## src/verilog/sonic_vc_pkg.sv

```systemverilog
/*
 * Shared widths, header decode constants and the transmit half-word
 * type for the two-port virtual-channel bridge.
 * Modules import it inside their body; port lists use scoped names.
 */

`default_nettype none

package sonic_vc_pkg;

   // streaming beat
   localparam int st_data_w   = 128;
   localparam int half_data_w = st_data_w / 2;
   localparam int rx_word_w   = 82;             // be byte, sop, flag, bardec, data half
   localparam int bardec_w    = 8;
   localparam int be_w        = 16;
   localparam int num_ports   = 2;

   // transmit half-word layout
   localparam int tx_err_bit  = 74;
   localparam int tx_sop_bit  = tx_err_bit - 1;
   localparam int tx_flag_bit = tx_sop_bit - 1; // empty in lo, eop in hi
   localparam int tx_half_w   = tx_err_bit + 1;

   // TLP header dword 0
   localparam int hdr_fmt_type_lsb = 24;
   localparam int hdr_chan_bit     = 22;

   // fmt/type bytes that carry a channel select
   localparam int num_steer = 8;
   localparam logic [7:0] steer_codes [num_steer] = '{
      8'h40, 8'h60, 8'h45, 8'h42, 8'h4A, 8'h4B, 8'h06, 8'h0B
   };

   // one 75-bit half word, read as the first or the second half of a beat
   typedef union packed {
      struct packed {
         logic                                err;
         logic                                sop;
         logic                                empty;
         logic [tx_flag_bit-half_data_w-1:0] rsvd;
         logic [half_data_w-1:0]              data;
      } lo;
      struct packed {
         logic                                err;
         logic                                sop;
         logic                                eop;
         logic [tx_flag_bit-half_data_w-1:0] rsvd;
         logic [half_data_w-1:0]              data;
      } hi;
   } tx_half_u;

endpackage

`default_nettype wire

```

## src/verilog/rx_beat_if.sv

```systemverilog
/*
 * One receive beat after channel classification, with its sideband.
 * The classifier drives the beat, the demultiplexer answers with ready.
 */

`timescale 1ns/1ns
`default_nettype none

interface rx_beat_if;
   import sonic_vc_pkg::*;

   logic [st_data_w-1:0] data;
   logic                 sop;
   logic                 eop;
   logic                 empty;
   logic                 chan;    // target port
   logic [bardec_w-1:0]  bardec;
   logic [be_w-1:0]      be;
   logic                 valid;
   logic                 ready;

   modport cls (output data, sop, eop, empty, chan, bardec, be, valid, input ready);
   modport dmx (input data, sop, eop, empty, chan, bardec, be, valid, output ready);
endinterface

`default_nettype wire

```

## src/verilog/rx_channel_classifier.sv

```systemverilog
/*
 * Receive channel decode. A start-of-packet beat whose fmt/type byte is
 * a steering code selects the port from header bit 22; every other beat
 * uses the channel last chosen. Beats pass through without delay.
 */

`timescale 1ns/1ns
`default_nettype none

module rx_channel_classifier (
   input  logic                               pld_clk,
   input  logic                               rst_n,
   input  logic [sonic_vc_pkg::st_data_w-1:0] rx_in_data,
   input  logic                               rx_in_sop,
   input  logic                               rx_in_eop,
   input  logic                               rx_in_empty,
   input  logic [sonic_vc_pkg::bardec_w-1:0]  rx_in_bardec,
   input  logic [sonic_vc_pkg::be_w-1:0]      rx_in_be,
   input  logic                               rx_in_valid,
   output logic                               rx_in_ready,
   rx_beat_if.cls                             beat
);
   import sonic_vc_pkg::*;

   logic [7:0] fmt_type;
   logic       code_hit;
   logic       chan_hit;
   logic       chan_q;     // held for the rest of the packet

   assign fmt_type = rx_in_data[hdr_fmt_type_lsb +: 8];

   always_comb begin
      code_hit = 1'b0;
      for (int i = 0; i < num_steer; i++) begin
         if (fmt_type == steer_codes[i]) begin
            code_hit = 1'b1;
         end
      end
   end

   assign chan_hit = rx_in_sop && code_hit;

   always_ff @(posedge pld_clk) begin
      if (!rst_n) begin
         chan_q <= 1'b0;
      end else if (rx_in_valid && beat.ready && chan_hit) begin
         chan_q <= rx_in_data[hdr_chan_bit];
      end
   end

   assign beat.data   = rx_in_data;
   assign beat.sop    = rx_in_sop;
   assign beat.eop    = rx_in_eop;
   assign beat.empty  = rx_in_empty;
   assign beat.bardec = rx_in_bardec;
   assign beat.be     = rx_in_be;
   assign beat.valid  = rx_in_valid;
   assign beat.chan   = chan_hit ? rx_in_data[hdr_chan_bit] : chan_q;
   assign rx_in_ready = beat.ready;

endmodule

`default_nettype wire

```

## src/verilog/rx_vc_demux.sv

```systemverilog
/*
 * Receive demultiplexer. Two register stages carry the beat, its channel
 * and its sideband; the last stage presents the beat to one port as two
 * packed 82-bit words. All stages move together, so a stalled port
 * also holds back traffic for the other one.
 */

`timescale 1ns/1ns
`default_nettype none

module rx_vc_demux (
   input  logic                               pld_clk,
   input  logic                               rst_n,
   rx_beat_if.dmx                             beat,
   output logic [sonic_vc_pkg::rx_word_w-1:0] rx_out0_word0,
   output logic [sonic_vc_pkg::rx_word_w-1:0] rx_out0_word1,
   output logic [sonic_vc_pkg::rx_word_w-1:0] rx_out1_word0,
   output logic [sonic_vc_pkg::rx_word_w-1:0] rx_out1_word1,
   output logic                               rx_out0_valid,
   output logic                               rx_out1_valid,
   input  logic                               rx_out0_ready,
   input  logic                               rx_out1_ready
);
   import sonic_vc_pkg::*;

   // index 0 is the first stage, 1 the output stage
   logic [1:0]           valid_q;
   logic [st_data_w-1:0] data_q   [2];
   logic                 sop_q    [2];
   logic                 eop_q    [2];
   logic                 empty_q  [2];
   logic                 chan_q   [2];
   logic [bardec_w-1:0]  bardec_q [2];
   logic [be_w-1:0]      be_q     [2];
   logic [num_ports-1:0] port_ready;
   logic                 advance;
   logic [rx_word_w-1:0] word0;
   logic [rx_word_w-1:0] word1;

   assign port_ready = {rx_out1_ready, rx_out0_ready};
   assign advance    = !valid_q[1] || port_ready[chan_q[1]];
   assign beat.ready = advance;

   always_ff @(posedge pld_clk) begin
      if (!rst_n) begin
         valid_q <= '0;
      end else if (advance) begin
         valid_q <= {valid_q[0], beat.valid};
      end
   end

   always_ff @(posedge pld_clk) begin
      if (advance) begin
         data_q[0]   <= beat.data;
         sop_q[0]    <= beat.sop;
         eop_q[0]    <= beat.eop;
         empty_q[0]  <= beat.empty;
         chan_q[0]   <= beat.chan;
         bardec_q[0] <= beat.bardec;
         be_q[0]     <= beat.be;
         data_q[1]   <= data_q[0];
         sop_q[1]    <= sop_q[0];
         eop_q[1]    <= eop_q[0];
         empty_q[1]  <= empty_q[0];
         chan_q[1]   <= chan_q[0];
         bardec_q[1] <= bardec_q[0];
         be_q[1]     <= be_q[0];
      end
   end

   // low half with empty, high half with eop
   assign word0 = {be_q[1][be_w/2-1:0], sop_q[1], empty_q[1], bardec_q[1],
                   data_q[1][half_data_w-1:0]};
   assign word1 = {be_q[1][be_w-1:be_w/2], sop_q[1], eop_q[1], bardec_q[1],
                   data_q[1][st_data_w-1:half_data_w]};

   assign rx_out0_word0 = word0;
   assign rx_out0_word1 = word1;
   assign rx_out1_word0 = word0;
   assign rx_out1_word1 = word1;
   assign rx_out0_valid = valid_q[1] && !chan_q[1];
   assign rx_out1_valid = valid_q[1] && chan_q[1];

endmodule

`default_nettype wire

```

## src/verilog/sonic_vc_bridge.sv

```systemverilog
/*
 * Top level of the two-port virtual-channel bridge between one PCIe
 * streaming interface and two application ports. Transmit beats from the
 * ports are arbitrated onto one tagged stream; receive beats are steered
 * to a port by their TLP header.
 */

`timescale 1ns/1ns
`default_nettype none

module sonic_vc_bridge (
   input  logic                               pld_clk,
   input  logic                               rst_n,
   input  logic [sonic_vc_pkg::tx_half_w-1:0] tx_in0_lo,
   input  logic [sonic_vc_pkg::tx_half_w-1:0] tx_in0_hi,
   input  logic                               tx_in0_valid,
   output logic                               tx_in0_ready,
   input  logic [sonic_vc_pkg::tx_half_w-1:0] tx_in1_lo,
   input  logic [sonic_vc_pkg::tx_half_w-1:0] tx_in1_hi,
   input  logic                               tx_in1_valid,
   output logic                               tx_in1_ready,
   output logic [sonic_vc_pkg::st_data_w-1:0] tx_out_data,
   output logic                               tx_out_sop,
   output logic                               tx_out_eop,
   output logic                               tx_out_empty,
   output logic                               tx_out_err,
   output logic                               tx_out_chan,
   output logic                               tx_out_valid,
   input  logic                               tx_out_ready,
   input  logic [sonic_vc_pkg::st_data_w-1:0] rx_in_data,
   input  logic                               rx_in_sop,
   input  logic                               rx_in_eop,
   input  logic                               rx_in_empty,
   input  logic [sonic_vc_pkg::bardec_w-1:0]  rx_in_bardec,
   input  logic [sonic_vc_pkg::be_w-1:0]      rx_in_be,
   input  logic                               rx_in_valid,
   output logic                               rx_in_ready,
   output logic [sonic_vc_pkg::rx_word_w-1:0] rx_out0_word0,
   output logic [sonic_vc_pkg::rx_word_w-1:0] rx_out0_word1,
   output logic                               rx_out0_valid,
   input  logic                               rx_out0_ready,
   output logic [sonic_vc_pkg::rx_word_w-1:0] rx_out1_word0,
   output logic [sonic_vc_pkg::rx_word_w-1:0] rx_out1_word1,
   output logic                               rx_out1_valid,
   input  logic                               rx_out1_ready
);

   rx_beat_if beat_if ();   // classifier to demux

   tx_vc_arbiter arb_i (
      .tx_in0_lo (tx_in0_lo),
      .tx_in0_hi (tx_in0_hi),
      .tx_in1_lo (tx_in1_lo),
      .tx_in1_hi (tx_in1_hi),
      .*
   );

   rx_channel_classifier cls_i (
      .beat (beat_if.cls),
      .*
   );

   rx_vc_demux dmx_i (
      .beat (beat_if.dmx),
      .*
   );

endmodule

`default_nettype wire

```

## src/verilog/tx_vc_arbiter.sv

```systemverilog
/*
 * Transmit side of the bridge. Each port offers a beat as two half words;
 * the winning port's halves are joined into one 128-bit beat and
 * registered onto the output stream with the port index as channel.
 * Arbitration is per packet, round robin, grant held until eop is taken.
 */

`timescale 1ns/1ns
`default_nettype none

module tx_vc_arbiter (
   input  logic                            pld_clk,
   input  logic                            rst_n,
   input  sonic_vc_pkg::tx_half_u          tx_in0_lo,
   input  sonic_vc_pkg::tx_half_u          tx_in0_hi,
   input  sonic_vc_pkg::tx_half_u          tx_in1_lo,
   input  sonic_vc_pkg::tx_half_u          tx_in1_hi,
   input  logic                            tx_in0_valid,
   input  logic                            tx_in1_valid,
   output logic                            tx_in0_ready,
   output logic                            tx_in1_ready,
   output logic [sonic_vc_pkg::st_data_w-1:0] tx_out_data,
   output logic                            tx_out_sop,
   output logic                            tx_out_eop,
   output logic                            tx_out_empty,
   output logic                            tx_out_err,
   output logic                            tx_out_chan,
   output logic                            tx_out_valid,
   input  logic                            tx_out_ready
);
   import sonic_vc_pkg::*;

   tx_half_u             in_lo [num_ports];
   tx_half_u             in_hi [num_ports];
   tx_half_u             sel_lo;
   tx_half_u             sel_hi;
   logic [num_ports-1:0] in_valid;
   logic                 gnt_act_q;   // a port holds the grant
   logic                 gnt_idx_q;
   logic                 pref_q;      // next port to favour
   logic                 pref_n;
   logic                 out_free;
   logic                 take;
   logic                 eop_taken;

   assign in_lo[0] = tx_in0_lo;
   assign in_lo[1] = tx_in1_lo;
   assign in_hi[0] = tx_in0_hi;
   assign in_hi[1] = tx_in1_hi;
   assign in_valid = {tx_in1_valid, tx_in0_valid};

   assign sel_lo = in_lo[gnt_idx_q];
   assign sel_hi = in_hi[gnt_idx_q];

   assign out_free     = !tx_out_valid || tx_out_ready;
   assign tx_in0_ready = gnt_act_q && !gnt_idx_q && out_free;
   assign tx_in1_ready = gnt_act_q && gnt_idx_q && out_free;
   assign take         = gnt_act_q && out_free && in_valid[gnt_idx_q];
   assign eop_taken    = take && sel_hi.hi.eop;
   assign pref_n       = eop_taken ? ~gnt_idx_q : pref_q;

   always_ff @(posedge pld_clk) begin
      if (!rst_n) begin
         gnt_act_q <= 1'b0;
         gnt_idx_q <= 1'b0;
         pref_q    <= 1'b0;
      end else begin
         if (eop_taken) begin
            pref_q <= ~gnt_idx_q;
         end
         if (!gnt_act_q || eop_taken) begin
            if (in_valid[pref_n]) begin
               gnt_act_q <= 1'b1;
               gnt_idx_q <= pref_n;
            end else if (in_valid[~pref_n] && !eop_taken) begin
               gnt_act_q <= 1'b1;
               gnt_idx_q <= ~pref_n;
            end else begin
               gnt_act_q <= 1'b0;   // idle, rearbitrate next cycle
            end
         end
      end
   end

   always_ff @(posedge pld_clk) begin
      if (!rst_n) begin
         tx_out_valid <= 1'b0;
      end else if (out_free) begin
         tx_out_valid <= take;
      end
   end

   always_ff @(posedge pld_clk) begin
      if (take) begin
         tx_out_data  <= {sel_hi.hi.data, sel_lo.lo.data};
         tx_out_sop   <= sel_lo.lo.sop;
         tx_out_eop   <= sel_hi.hi.eop;
         tx_out_empty <= sel_lo.lo.empty;
         tx_out_err   <= sel_lo.lo.err;
         tx_out_chan  <= gnt_idx_q;
      end
   end

endmodule

`default_nettype wire
```

## config.mk

```make
export PLATFORM = sky130hd
export DESIGN_NAME = sonic_vc_bridge
export DESIGN_NICKNAME = d
export VERILOG_FILES = /design/src/verilog/sonic_vc_pkg.sv /design/src/verilog/rx_beat_if.sv /design/src/verilog/rx_channel_classifier.sv /design/src/verilog/rx_vc_demux.sv /design/src/verilog/sonic_vc_bridge.sv /design/src/verilog/tx_vc_arbiter.sv
export SDC_FILE = /design/constraint.sdc
export NUM_CORES = 1
export LEC_CHECK = 0
export BUFFER_PORTS_ARGS = -buffer_cell sky130_fd_sc_hd__buf_4
export CORE_AREA = 2 2 363 365
export DETAILED_ROUTE_END_ITERATION = 6
export DIE_AREA = 0 0 365 367
export PLACE_DENSITY = 0.3
export SETUP_SLACK_MARGIN = 0.05
export SYNTH_ARGS = -nofsm -noshare
export SYNTH_HDL_FRONTEND = slang
export SYNTH_SLANG_ARGS = --single-unit
export TNS_END_PERCENT = 10
```

## constraint.sdc

```tcl
create_clock -name pld_clk -period 29.9 [get_ports pld_clk]
set_clock_uncertainty 0.15 [all_clocks]
set_input_delay 5.98 -clock pld_clk [delete_from_list [all_inputs] [get_ports pld_clk]]
set_output_delay 5.98 -clock pld_clk [all_outputs]
set_load 0.01 [all_outputs]
```

# After elaboration in Yosys (flattened, before gate mapping)
# Memories as Yosys holds them, arrays and structs flattened.
# Index checks and enable logic that the tools add are counted.
# classes
addsub,0
mul,0
div_mod_pow,0
n_lt_le_gt_ge,5
n_eq_ne,8
shifts,0
mux,30
bitwise,3
reduce_logical,24
# ops
op,count
$mux 75,3
$mux 73,3
$eq 8x7->1 const B,6
$mux 1,24
$logic_and 1x1->1,13
$eq 8x3->1 const B,1
$eq 8x4->1 const B,1
$lt 1x2->1 const B,4
$logic_not 1->1,6
$logic_or 1x1->1,3
$ge 2x2->1 const B,1
$not 1->1,2
$not 1->2,1
$reduce_and 2->1,1
$reduce_bool 2->1,1
# word_totals
ff_bits,140
latch_bits,0
ramBits,312
mem_bits_ro,0
input_bits,463
output_inout_bits,467
elab_cells,89
memories,7
# memory_table
name,words,word_bits,rd,rd_ports_with_merged_regs,write_ports,line_no,rtl
dmx_i.data_q,2,128,2,0,2,rx_vc_demux.sv:28,logic [st_data_w-1:0] data_q [2];
dmx_i.be_q,2,16,2,0,2,rx_vc_demux.sv:34,logic [be_w-1:0] be_q [2];
dmx_i.bardec_q,2,8,2,0,2,rx_vc_demux.sv:33,logic [bardec_w-1:0] bardec_q [2];
dmx_i.chan_q,2,1,2,0,2,rx_vc_demux.sv:32,logic chan_q [2];
dmx_i.empty_q,2,1,2,0,2,rx_vc_demux.sv:31,logic empty_q [2];
dmx_i.eop_q,2,1,2,0,2,rx_vc_demux.sv:30,logic eop_q [2];
1 more memories,--,--,--,--,--,--,

# Depth between registers and ports, before layout
# logic_depth
depth_word,12
ltp_mapped,5
depth_no_buf,4

# By module
# Synthesis repeated with hierarchy kept, for this count alone.
# hier_totals
cells_unflattened,1137
area_unflattened_um2,19272.2
# by_module_without_submodules
mod,instances,cells_each,area_each_um2,seq_area_each_um2
rx_vc_demux,1,651,11935.2,9409.0
tx_vc_arbiter,1,312,6018.3,4073.9
rx_channel_classifier,1,174,1318.8,20.0

# Least setup slack after synthesis
# No wires, ideal clock.
# synth_path
kind,input to output
start,input rx_out1_ready
end,output rx_in_ready
arrival_ps,12669
t_required_ps,23770
setup_slack_ps,11101
stages,2
path_buffers,0
path_cell_list,mux2i_1 -> nand2_1
# synth_via
elab_chain_len,3
# synth_rtl
item,line_no,rtl
"start, declared",sonic_vc_bridge.sv:45,input logic rx_out1_ready
$mux 1 (implied by the code) (2 in series),rx_vc_demux.sv:41,assign advance = !valid_q[1] || port_ready[chan_q[1]];
$logic_or 1x1->1,rx_vc_demux.sv:41,
"end, declared",sonic_vc_bridge.sv:37,"output logic rx_in_ready,"
# Every way passes these cells. The select of a mux whose other input is x is not followed.

# Final worst setup path
# Ends and elaborated chain as after synthesis.

==> flow_summary.ini <==
[clock_tree]
cts_buffers = 58
clockBufferDepth = 3
path_clk_slew_ns = 0.07
h-tree-depth = 2
cts_setup_buffers = 0
cts-hold-fix-buffers = 0
clkLatencyLatePin_ns = 0.63
ctsResizeCount = 0
cts_sinks = 452
cts_tree = built
clockRootBuffer = clkbuf_16

[place]
io_buffers = 893
place_congestion = 0.767
hpwl_mm = 52.1
place_inst = 3294

[setup_path]
cp_common_cell = buf_4
worstPathCellList = buf_4, mux2i_1, nand2_4, buf_4
cp_max_fo = 4
path_buf_inv = 2
crit_slowest_cell = mux2i_1
cp.required_ns = 23.77
end_kind = output pin
cp_top_family = multiplexers
cpPeakStageDelay_ns = 0.48
cp-start-kind = input pin
worstPathArrival_ns = 7.01
critPathKind = input pin to output pin

[detailed_routing]
first_iter_violations = 547
ant_nets = 0
wirelength_met1_mm = 24.1
first_pass_iters = 4
top_layer = met5
drc = 0
route.met3.wl_mm = 6.36
wl_met2_mm = 33.2
vias = 10200
wl_mm = 65.5
via_per_inst = 2.99
wl_per_cell_um = 19.2

[timing]
finalSetupTns_ns = 0
fin_crit_sh = 0.440
hold_viol_final = 0
grt_setup_unrepaired = no
finalSetupViolCount = 0
drv_slew = 0
maxSlewHeadroom = 0.326
worstMarginPinSlew_ns = 1.01
period_needed_ns = 13.14
max_freq_mhz = 76.1

[grt]
antenna_found_initial = 10
grt_usage = 0.0927
grt.overflow.total = 0
grt_max_degree = 71
grt_first_pass_wirelength_mm = 86.0
grt_pass1_vias = 10800

[run]
maxCapViolCount = 0

[floorplanning]
fp.coreArea_um2 = 130000
row_count = 133
dieWidth_um = 365
io_pins = 930
die_area_um2 = 134000
start_util = 0.137
dieHeight_um = 367

[yosys]
synth_cells = 982
synth.avg_cell_area_um2 = 18.2
ys_types = 33
synthFlopType = edfxtp_1
yosysWarnings = 0
synth_edf_count = 445
async_flop_share = 0
ys_ff_latch = 452
ys_seq_area_frac = 0.755
syn_nets = 1445
netlist_area_um2 = 17900

[power]
p_per_area_nw_per_um2 = 64.3
p_leak_nw = 10.4
peakVddDrop_mv = 0.0361

[min_path]
hp-class = register to register

[layout]
area_delta_synth_final_pct = 46.3
stdcell_count = 3404
fillCellCount = 14100
drive_above_1_share = 0.684
nets = 2062

[run_status]
outcome = completed
[through the flow]
step	setup slack (ns)	util	area, µm²	hold slack (ns)	total power, mW
after floorplan	11.10	-	17900	0.250	0.913
after global placement	16.71	0.186	24300	0.250	1.02
after detailed placement	16.69	0.186	24300	0.255	1.02
after CTS	16.69	0.201	26200	0.251	1.73
after global routing	16.68	0.201	26200	0.262	1.76
final	16.76	0.201	26200	0.255	1.68
[Yosys cell counts (2+ instances only)]
library cell	n	area share
a211oi_1	2	0.00084
a21boi_0	3	0.0013
a21oi_1	2	0.00056
a41oi_1	2	0.00098
buf_2	15	0.0042
buf_4	328	0.14
dfxtp_1	7	0.0078
edfxtp_1	445	0.75
inv_1	6	0.0013
mux2_2	134	0.084
mux2i_1	2	0.0011
nand2_1	7	0.0015
nand3_1	2	0.00056
nor2_1	4	0.00084
nor2b_1	2	0.00070
nor3b_1	2	0.00084
o2111ai_1	2	0.00098
o21ai_0	2	0.00056
[layout make-up]
type,count,area [µm²],share of cell area
Sequential cell,452,13500,0.516
Timing Repair Buffer,902,6770,0.259
Tap cell,1755,2200,0.0839
Multi-Input combinational cell,179,1820,0.0696
Clock buffer,65,1500,0.0573
Clock inverter,44,339,0.0130
Inverter,6,27.5,0.00105
Antenna cell,1,2.50,0.0000956
[routing by layer]
layer  up-vias  track usage
met5         -            0
li1       4529            -
met3        95       0.0351
met1      4927        0.101
met2       610        0.165
met4         8       0.0293
[power breakdown]
part | internal, mW | total, mW | switching, mW | leakage (nW)
registers | 0.757 | 0.785 | 0.0280 | 4.56
clock network | 0.400 | 0.682 | 0.282 | 0.899
logic | 0.117 | 0.216 | 0.0986 | 4.96
total | 1.27 | 1.68 | 0.409 | 10.4
[flip-flops by register name, summed over array words and instances, names as in the netlist]
name and cells:
dmx_i.chan_q 2, arb_i.pref_q 1, dmx_i.data_q 256, arb_i.gnt_act_q 1, dmx_i.be_q 32, arb_i.tx_out_data 128, dmx_i.bardec_q 16, cls_i.chan_q 1
arb_i.tx_out_empty 1, arb_i.tx_out_valid 1, arb_i.tx_out_chan 1, arb_i.tx_out_eop 1, dmx_i.empty_q 2, arb_i.tx_out_sop 1, dmx_i.eop_q 2, arb_i.gnt_idx_q 1
arb_i.tx_out_err 1, dmx_i.sop_q 2, dmx_i.valid_q 2
[kinds of logic after synthesis]
family / share of synthesized area
compound gates: 0.00938
buf+inv: 0.144
flops: 0.755
mux: 0.0855
simple gates: 0.00651
[worst paths after layout]
| kind | end | depth (start not counted) | slack (ns) | from |
|---|---|---|---|---|
| setup / recovery | rx_in_ready | 4 | 16.76 | rx_out1_ready |
| hold reg to reg | dmx_i.data_q[0][153]$_DFFE_PN_ | 0 | 0.25 | dmx_i.data_q[0][25]$_DFFE_PN_ |
| setup reg to reg | dmx_i.bardec_q[0][7]$_DFFE_PN_ | 6 | 25.78 | dmx_i.chan_q[0][1]$_DFFE_PN_ |
| hold / removal | dmx_i.data_q[0][153]$_DFFE_PN_ | 0 | 0.25 | dmx_i.data_q[0][25]$_DFFE_PN_ |
[cell usage in the layout, fill, tap and decap left out, types with 2 or more instances in the layout]
cell type	synthesis	routed
dfxtp_1	7	6
bufinv_16	0	5
nand3_1	2	2
nor2_1	4	4
clkinvlp_4	0	4
nor2b_1	2	2
a21oi_1	2	2
inv_1	6	5
a41oi_1	2	2
inv_6	0	2
mux2i_1	2	2
a21boi_0	3	3
nand2_1	7	6
edfxtp_1	445	445
a211oi_1	2	2
clkinv_2	0	14
o21ai_0	2	2
clkbuf_16	0	59
mux2_2	134	134
nor3b_1	2	2
clkinv_1	0	19
clkbuf_1	1	6
o2111ai_1	2	2
buf_4	328	902
No activity file was read; power rests on OpenSTA's default activity.
